### src/include/alu_consts.svh
`ifndef ALU_CONSTS_SVH
`define ALU_CONSTS_SVH

// Datapath sizes.
`define DATA_WIDTH      16
`define REG_COUNT       16
`define REG_ADDR_WIDTH  4
`define OP_WIDTH        4
`define IMM_WIDTH       8

// --------------------
// Operation codes, reference encoding.
`define OP_NOP   4'd0
`define OP_SUB   4'd1
`define OP_CMP   4'd2
`define OP_AND   4'd3
`define OP_OR    4'd4
`define OP_XOR   4'd5
`define OP_NOT   4'd6
`define OP_LSH   4'd7
`define OP_RSH   4'd8
`define OP_ARSH  4'd9
`define OP_MUL   4'd10
`define OP_ADD   4'd11
// Immediate forms used to load the register file.
`define OP_MOVI  4'd12
`define OP_ADDI  4'd13

// --------------------
// Bit positions in the flag word.
`define FLAG_COUNT  5
`define FLAG_C      0
`define FLAG_L      1
`define FLAG_F      2
`define FLAG_Z      3
`define FLAG_N      4

`endif

### src/hdl/alu_pkg.sv
`include "alu_consts.svh"

package alu_pkg;

	// --------------------
	// Instruction word views.

	// Register form: both operands come from the register file.
	typedef struct packed {
		logic [`OP_WIDTH-1:0]       opCode;
		logic [`REG_ADDR_WIDTH-1:0] rdest;
		logic [`REG_ADDR_WIDTH-1:0] rsrc;
		logic [3:0]                 unused;
	} instrReg_t;

	// Immediate form: the low byte replaces rsrc.
	typedef struct packed {
		logic [`OP_WIDTH-1:0]       opCode;
		logic [`REG_ADDR_WIDTH-1:0] rdest;
		logic [`IMM_WIDTH-1:0]      imm;
	} instrImm_t;

	// One 16-bit word, decoded either way.
	typedef union packed {
		instrReg_t regForm;
		instrImm_t immForm;
	} instr_u;

	// --------------------
	// Decoded control.

	typedef struct packed {
		logic [`OP_WIDTH-1:0]   opCode;
		logic                   useImm;
		logic [`DATA_WIDTH-1:0] imm;
		logic                   writeEn;
	} aluCtrl_t;

	// Condition flags, n in bit 4 down to c in bit 0.
	typedef struct packed {
		logic n;
		logic z;
		logic f;
		logic l;
		logic c;
	} flags_t;

endpackage

### src/hdl/Alu.sv
`include "alu_consts.svh"

module Alu (
	input  alu_pkg::aluCtrl_t         ctrl,
	input  logic [`DATA_WIDTH-1:0]    rdestData,
	input  logic [`DATA_WIDTH-1:0]    rsrcData,
	output logic [`DATA_WIDTH-1:0]    aluResult,
	output alu_pkg::flags_t           aluFlags,
	output logic [`FLAG_COUNT-1:0]    flagsUpdate
);

	logic [`DATA_WIDTH-1:0]   operand;
	logic [`DATA_WIDTH-1:0]   addB;
	logic [`DATA_WIDTH-1:0]   sum;
	logic                     carryIn;
	logic                     carryOut;
	logic                     isSub;
	logic [`DATA_WIDTH-1:0]   product;
	logic                     ltUnsigned;
	logic                     ltSigned;
	logic                     equal;
	logic                     overflow;

	// Second operand is the immediate for MOVI and ADDI.
	assign operand = ctrl.useImm ? ctrl.imm : rsrcData;

	// --------------------
	// Shared adder.

	// SUB is rdest + ~operand + 1.
	assign isSub   = (ctrl.opCode == `OP_SUB);
	assign addB    = isSub ? ~operand : operand;
	assign carryIn = isSub;

	assign {carryOut, sum} = {1'b0, rdestData} + {1'b0, addB} + {{`DATA_WIDTH{1'b0}}, carryIn};

	// Overflow when both adder inputs agree in sign and the sum does not.
	assign overflow = (rdestData[`DATA_WIDTH-1] & addB[`DATA_WIDTH-1] & ~sum[`DATA_WIDTH-1])
		| (~rdestData[`DATA_WIDTH-1] & ~addB[`DATA_WIDTH-1] & sum[`DATA_WIDTH-1]);

	// --------------------
	// Comparison.

	assign ltUnsigned = rdestData < operand;
	assign ltSigned   = $signed(rdestData) < $signed(operand);
	assign equal      = rdestData == operand;

	// Only the low half of the product is kept.
	assign product = rdestData * operand;

	// Flag values are always computed; the mask decides which ones land.
	always_comb begin
		aluFlags.c = carryOut;
		aluFlags.l = ltUnsigned;
		aluFlags.f = overflow;
		aluFlags.z = equal;
		aluFlags.n = ltSigned;
	end

	// --------------------
	// Result and flag mask select.

	always_comb begin
		aluResult   = rdestData;
		flagsUpdate = '0;
		case (ctrl.opCode)
			`OP_ADD, `OP_ADDI, `OP_SUB: begin
				aluResult   = sum;
				flagsUpdate = '1;
			end
			`OP_CMP: begin
				// C and F keep whatever the last add left.
				flagsUpdate[`FLAG_L] = 1'b1;
				flagsUpdate[`FLAG_Z] = 1'b1;
				flagsUpdate[`FLAG_N] = 1'b1;
			end
			`OP_MOVI: aluResult = operand;
			`OP_AND:  aluResult = rdestData & operand;
			`OP_OR:   aluResult = rdestData | operand;
			`OP_XOR:  aluResult = rdestData ^ operand;
			`OP_NOT:  aluResult = ~rdestData;
			`OP_LSH:  aluResult = rdestData << 1;
			`OP_RSH:  aluResult = rdestData >> 1;
			`OP_ARSH: aluResult = {rdestData[`DATA_WIDTH-1], rdestData[`DATA_WIDTH-1:1]};
			`OP_MUL:  aluResult = product;
			// NOP passes rdest through.
			default:  aluResult = rdestData;
		endcase
	end

endmodule

### src/hdl/ExecUnit.sv
`include "alu_consts.svh"

module ExecUnit (
	input  logic                   clk,
	input  logic                   rstN,
	input  logic                   instrValid,
	input  alu_pkg::instr_u        instr,
	output logic [`DATA_WIDTH-1:0] result,
	output alu_pkg::flags_t        flags,
	output logic                   resultValid
);

	logic [`REG_ADDR_WIDTH-1:0] rdestIdx;
	logic [`REG_ADDR_WIDTH-1:0] rsrcIdx;
	alu_pkg::aluCtrl_t          ctrl;
	logic [`DATA_WIDTH-1:0]     rdestData;
	logic [`DATA_WIDTH-1:0]     rsrcData;
	logic [`DATA_WIDTH-1:0]     aluResult;
	alu_pkg::flags_t            aluFlags;
	logic [`FLAG_COUNT-1:0]     flagsUpdate;

	InstrDecoder InstrDecoder_inst (
		.instrValid (instrValid),
		.instr      (instr),
		.rdestIdx   (rdestIdx),
		.rsrcIdx    (rsrcIdx),
		.ctrl       (ctrl)
	);

	// Write back goes to rdest at the strobe edge.
	RegFile RegFile_inst (
		.clk     (clk),
		.rstN    (rstN),
		.rdAddrA (rdestIdx),
		.rdAddrB (rsrcIdx),
		.rdDataA (rdestData),
		.rdDataB (rsrcData),
		.wrEn    (ctrl.writeEn),
		.wrAddr  (rdestIdx),
		.wrData  (aluResult)
	);

	Alu Alu_inst (
		.ctrl        (ctrl),
		.rdestData   (rdestData),
		.rsrcData    (rsrcData),
		.aluResult   (aluResult),
		.aluFlags    (aluFlags),
		.flagsUpdate (flagsUpdate)
	);

	ResultStage ResultStage_inst (
		.clk         (clk),
		.rstN        (rstN),
		.instrValid  (instrValid),
		.aluResult   (aluResult),
		.aluFlags    (aluFlags),
		.flagsUpdate (flagsUpdate),
		.result      (result),
		.flags       (flags),
		.resultValid (resultValid)
	);

endmodule

### src/hdl/InstrDecoder.sv
`include "alu_consts.svh"

module InstrDecoder (
	input  logic                       instrValid,
	input  alu_pkg::instr_u            instr,
	output logic [`REG_ADDR_WIDTH-1:0] rdestIdx,
	output logic [`REG_ADDR_WIDTH-1:0] rsrcIdx,
	output alu_pkg::aluCtrl_t          ctrl
);

	logic [`OP_WIDTH-1:0]   rawOp;
	logic [`OP_WIDTH-1:0]   opCode;
	logic                   isImm;
	logic                   writesBack;
	logic [`DATA_WIDTH-1:0] immExt;

	// The opcode sits in the same bits in both views.
	assign rawOp = instr.regForm.opCode;

	// Codes above ADDI are not assigned and run as NOP.
	always_comb begin
		if (rawOp > `OP_ADDI) begin
			opCode = `OP_NOP;
		end else begin
			opCode = rawOp;
		end
	end

	assign isImm = (opCode == `OP_MOVI) || (opCode == `OP_ADDI);

	// --------------------
	// Operand selection.

	// rdest sits in the same bits in both forms.
	assign rdestIdx = instr.regForm.rdest;

	// rsrc exists only in the register form.
	always_comb begin
		if (isImm) begin
			rsrcIdx = '0;
		end else begin
			rsrcIdx = instr.regForm.rsrc;
		end
	end

	// Sign extend the 8-bit immediate to a full word.
	assign immExt = {{(`DATA_WIDTH-`IMM_WIDTH){instr.immForm.imm[`IMM_WIDTH-1]}},
		instr.immForm.imm};

	// NOP and CMP leave the register file alone.
	assign writesBack = (opCode != `OP_NOP) && (opCode != `OP_CMP);

	// --------------------
	// Control word.

	always_comb begin
		ctrl.opCode  = opCode;
		ctrl.useImm  = isImm;
		ctrl.imm     = isImm ? immExt : '0;
		ctrl.writeEn = instrValid && writesBack;
	end

endmodule

### src/hdl/RegFile.sv
`include "alu_consts.svh"

module RegFile (
	input  logic                       clk,
	input  logic                       rstN,
	input  logic [`REG_ADDR_WIDTH-1:0] rdAddrA,
	input  logic [`REG_ADDR_WIDTH-1:0] rdAddrB,
	output logic [`DATA_WIDTH-1:0]     rdDataA,
	output logic [`DATA_WIDTH-1:0]     rdDataB,
	input  logic                       wrEn,
	input  logic [`REG_ADDR_WIDTH-1:0] wrAddr,
	input  logic [`DATA_WIDTH-1:0]     wrData
);

	logic [`DATA_WIDTH-1:0] regs [`REG_COUNT];

	// Write port. All registers start at zero.
	always_ff @(posedge clk) begin
		if (!rstN) begin
			for (int i = 0; i < `REG_COUNT; i++) begin
				regs[i] <= '0;
			end
		end else if (wrEn) begin
			regs[wrAddr] <= wrData;
		end
	end

	// --------------------
	// Read ports, combinational.

	// A following instruction sees the value written at the last edge.
	assign rdDataA = regs[rdAddrA];
	assign rdDataB = regs[rdAddrB];

endmodule

### src/hdl/ResultStage.sv
`include "alu_consts.svh"

module ResultStage (
	input  logic                    clk,
	input  logic                    rstN,
	input  logic                    instrValid,
	input  logic [`DATA_WIDTH-1:0]  aluResult,
	input  alu_pkg::flags_t         aluFlags,
	input  logic [`FLAG_COUNT-1:0]  flagsUpdate,
	output logic [`DATA_WIDTH-1:0]  result,
	output alu_pkg::flags_t         flags,
	output logic                    resultValid
);

	logic [`FLAG_COUNT-1:0] mergedFlags;

	// New bits where the mask is set, held bits elsewhere.
	assign mergedFlags = (flags & ~flagsUpdate) | (aluFlags & flagsUpdate);

	// --------------------
	// Output registers.

	always_ff @(posedge clk) begin
		if (!rstN) begin
			result      <= '0;
			flags       <= '0;
			resultValid <= 1'b0;
		end else begin
			// One pulse per strobe, NOP and CMP included.
			resultValid <= instrValid;
			if (instrValid) begin
				result <= aluResult;
				flags  <= alu_pkg::flags_t'(mergedFlags);
			end
		end
	end

endmodule

### config.mk
export PLATFORM = sky130hd
export DESIGN_NAME = ExecUnit
export DESIGN_NICKNAME = d
export VERILOG_FILES = /design/src/hdl/alu_pkg.sv /design/src/hdl/Alu.sv /design/src/hdl/ExecUnit.sv /design/src/hdl/InstrDecoder.sv /design/src/hdl/RegFile.sv /design/src/hdl/ResultStage.sv
export VERILOG_INCLUDE_DIRS = /design/src /design/src/include
export SDC_FILE = /design/constraint.sdc
export NUM_CORES = 1
export LEC_CHECK = 0
export BUFFER_PORTS_ARGS = -buffer_cell sky130_fd_sc_hd__clkbuf_2
export CORE_AREA = 2 2 198 200
export DETAILED_ROUTE_END_ITERATION = 7
export DIE_AREA = 0 0 200 202
export PLACE_DENSITY = 0.73
export SYNTH_ARGS = -nofsm -noshare
export SYNTH_HDL_FRONTEND = slang
export SYNTH_SLANG_ARGS = --single-unit
### constraint.sdc
create_clock -name clk -period 8 [get_ports clk]
set_clock_uncertainty 0.2 [all_clocks]
set_input_delay 0.4 -clock clk [delete_from_list [all_inputs] [get_ports clk]]
set_output_delay 0.4 -clock clk [all_outputs]
set_load 0.1 [all_outputs]
==> run metrics <==
R2R Path Start RegFile_inst.regs[13][11]$_SDFFCE_PN0P_; vias per inst 6.62; Rel. slew slack 0.0188; FMAX 0.129 GHz; Initial DRC Count 2,600; Die Area 40,400 µm²; gpl congestion 1.03; Setup-failing EPs final 0; switch share 0.417; worst-skew pair later-pin latency 0.56 ns; syn_area_per_cell 10.8 µm²; antenna viol nets, final 0; CP max-delay cell fa_1; DP HPWL 52,700 µm; core footprint 38,300 µm²; die width 200 µm; input/output buffers 40; combinational power share 0.545; I/O pin count 41; commonest non-fill, non-tap cell in the layout nor2_1; register area share after synthesis 0.391; Sink Count 278; Layout Utilization 0.612; Final Slew Violations 0; setup tns final 0 ns; clk slew on worst S/H paths 0.06 ns; Initial Util 0.543; worst endpoint required time 8.09 ns; Clock Tree Buf Depth 3; GRT overflow 0; Reg power frac 0.262; setup slack after layout 0.222 ns; H-tree levels 1; Peak VDD IR 0.270 mV; Most used DFF post-synth edfxtp_1; CP max stage delay 0.50 ns; Post-Synthesis Cell Area 20,800 µm²; TritonCTS clock tree built; hold path startpoint ResultStage_inst.result[11]$_SDFFE_PN0P_; Layout Nets 2,265; Setup Slack @ Placement -0.368 ns; status finished, final reports clean; Post-synth ARST share 0; final wirelength 75,100 µm; total number of vias 17,200; Post-synth EDFFs 256; root buffer cell clkbuf_16; Layout fillers 3,068; drt wl/cell 29.0 µm; Ys Warns 0; Internal Power 3760 µW; Pwr Total 6440 µW; CTS Buf Count 27; HP Class flip-flop to flip-flop; vias in the first global route 17,400; commonest non-fill, non-tap cells in the layout nor2_1, edfxtp_1, buf_4, nand2_1, inv_1; Die Ht 202 µm; post-synth net total 2,137; endpoints failing hold 0; critical path class input pin to flip-flop; initial antenna violation count 2; Worst path most repeated cell fa_1; # DRC 0; Clock Power Share 0.193; Worst Path Max Fanout 16; Post-Syn Instances 1,924; DRT Pass-1 Iters 8; RSZ-0062 raised after global routing false; max cap viols 0; critical path's top delay family adder cells; first-pass GRT wire length 110,000 µm; CP Capture Type flip-flop; GRT Util Overall 0.379; Area growth syn-to-layout 12.7%; synthesized flop and latch total 278; NetSw 2690 µW; num rows 72; CP arrival 7.87 ns; Pwr Density 275 nW/µm²; Synth cell types 96; Bufs and invs on worst path 7; leak pwr 0.00950 µW; Final Critical Period 7.78 ns; largest net degree at the start of global routing 36; Worst Tran Pin Value 1.47 ns; Critical Path Start instr[15]; fraction of layout cells with a size suffix above 1 0.199; Worst setup SP type input pin; fin crit share 0.972
==> metrics by stage <==
stage               hold slack (ns)  instances  cell area [µm²]
global route                  0.308       2590            23400
global placement              0.255       2534            22500
finish                        0.265       2592            23400
CTS                           0.262       2584            23400
detailed placement            0.253       2534            22500
floorplan                     0.402       1924            20800
==> final timing paths <==
| path | endpoint | cells after the start | slack, ns |
|---|---|---|---|
| max | RegFile_inst.regs[1][15]$_SDFFCE_PN0P_ | 31 | 0.22 |
| min reg2reg | ResultStage_inst.result[11]$_SDFFE_PN0P_ | 2 | 0.27 |
| min | ResultStage_inst.result[11]$_SDFFE_PN0P_ | 2 | 0.27 |
| max reg2reg | RegFile_inst.regs[1][15]$_SDFFCE_PN0P_ | 25 | 0.33 |
==> repair_timing <==
action | in CTS | in global routing
setup buffers | 0 | 6
resized for setup | 0 | 3
setup endpoints to repair | 0 | 76
hold buffers | 1 | 0
hold endpoints to repair | 1 | 0
==> synthesized netlist by cell type, types with 6 or more instances <==
cell | count | area [µm²]
nor2_2 | 12 | 75.1
a221o_1 | 8 | 80.1
mux4_1 | 15 | 394
nor4_1 | 6 | 37.5
nand2b_1 | 17 | 106
and3_1 | 7 | 43.8
nand2_1 | 160 | 601
fa_1 | 81 | 1620
nor2_1 | 366 | 1370
nor3_1 | 12 | 60.1
a22oi_1 | 9 | 67.6
a311oi_1 | 6 | 52.6
ha_1 | 113 | 1410
xnor2_1 | 30 | 263
edfxtp_1 | 256 | 7690
xor2_1 | 24 | 210
o211ai_1 | 15 | 113
mux2_2 | 10 | 113
o21bai_1 | 8 | 60.1
clkinv_1 | 6 | 22.5
o31ai_1 | 6 | 45.0
clkbuf_1 | 84 | 315
o21ai_1 | 7 | 35.0
a21o_1 | 7 | 52.6
buf_4 | 10 | 75.1
and2_1 | 13 | 81.3
a211oi_1 | 25 | 188
a21oi_1 | 60 | 300
nor2b_1 | 15 | 93.8
mux2i_1 | 27 | 270
a221oi_1 | 27 | 236
mux4_2 | 86 | 1940
o22ai_1 | 10 | 62.6
dfxtp_1 | 22 | 440
nand3_1 | 11 | 55.1
buf_2 | 26 | 130
inv_1 | 159 | 597
o21ai_0 | 44 | 220
o221ai_1 | 9 | 78.8
a222oi_1 | 6 | 60.1
==> state kept, by name, summed over array words and instances, names as in the netlist, named ones only <==
register,cells
RegFile_inst.regs,256
ResultStage_inst.result,16
ResultStage_inst.resultValid,1
==> cell families after synthesis <==
group                      Yosys count  synth area share
and+or+nand+nor                    638             0.128
AOI/OAI and AO/OA                  313             0.112
buffers and inverters              302            0.0625
DFF                                278             0.391
adders and majority gates          194             0.146
muxes                              139             0.131
xor gates and xnor gates            60            0.0289
==> metal layers <==
layer | part of all wire | track usage
met1 | 0.33 | 0.463
met2 | 0.46 | 0.601
met3 | 0.12 | 0.0738
met4 | 0.089 | 0.273
met5 | 0 | 0
==> layout make-up <==
cell class / count / area, µm² / share of cell area
multi-input combinational: 1344 / 11400 / 0.486
sequential: 278 / 8130 / 0.347
timing repair buffer: 230 / 1780 / 0.0761
clock buffer: 34 / 702 / 0.0299
tap: 518 / 648 / 0.0276
inverter: 171 / 646 / 0.0275
clock inverter: 15 / 129 / 0.00550
antenna: 2 / 5.00 / 0.000213
==> power by group through the flow <==
stage                     Clock, µW  Combinational (µW)  Sequential, µW
final                          1240                3510            1690
after global routing           1290                3770            1700
after CTS                      1240                3400            1690
after detailed placement          0                3380            1720
after global placement            0                3280            1720
after floorplan                   0                2160            1790
==> worst min-delay path, stage by stage (launching register included) <==
cell	delay, ns
dfxtp_1	0.31
nand2_1	0.06
a21oi_1	0.05
(Power assumes the default switching activity.)
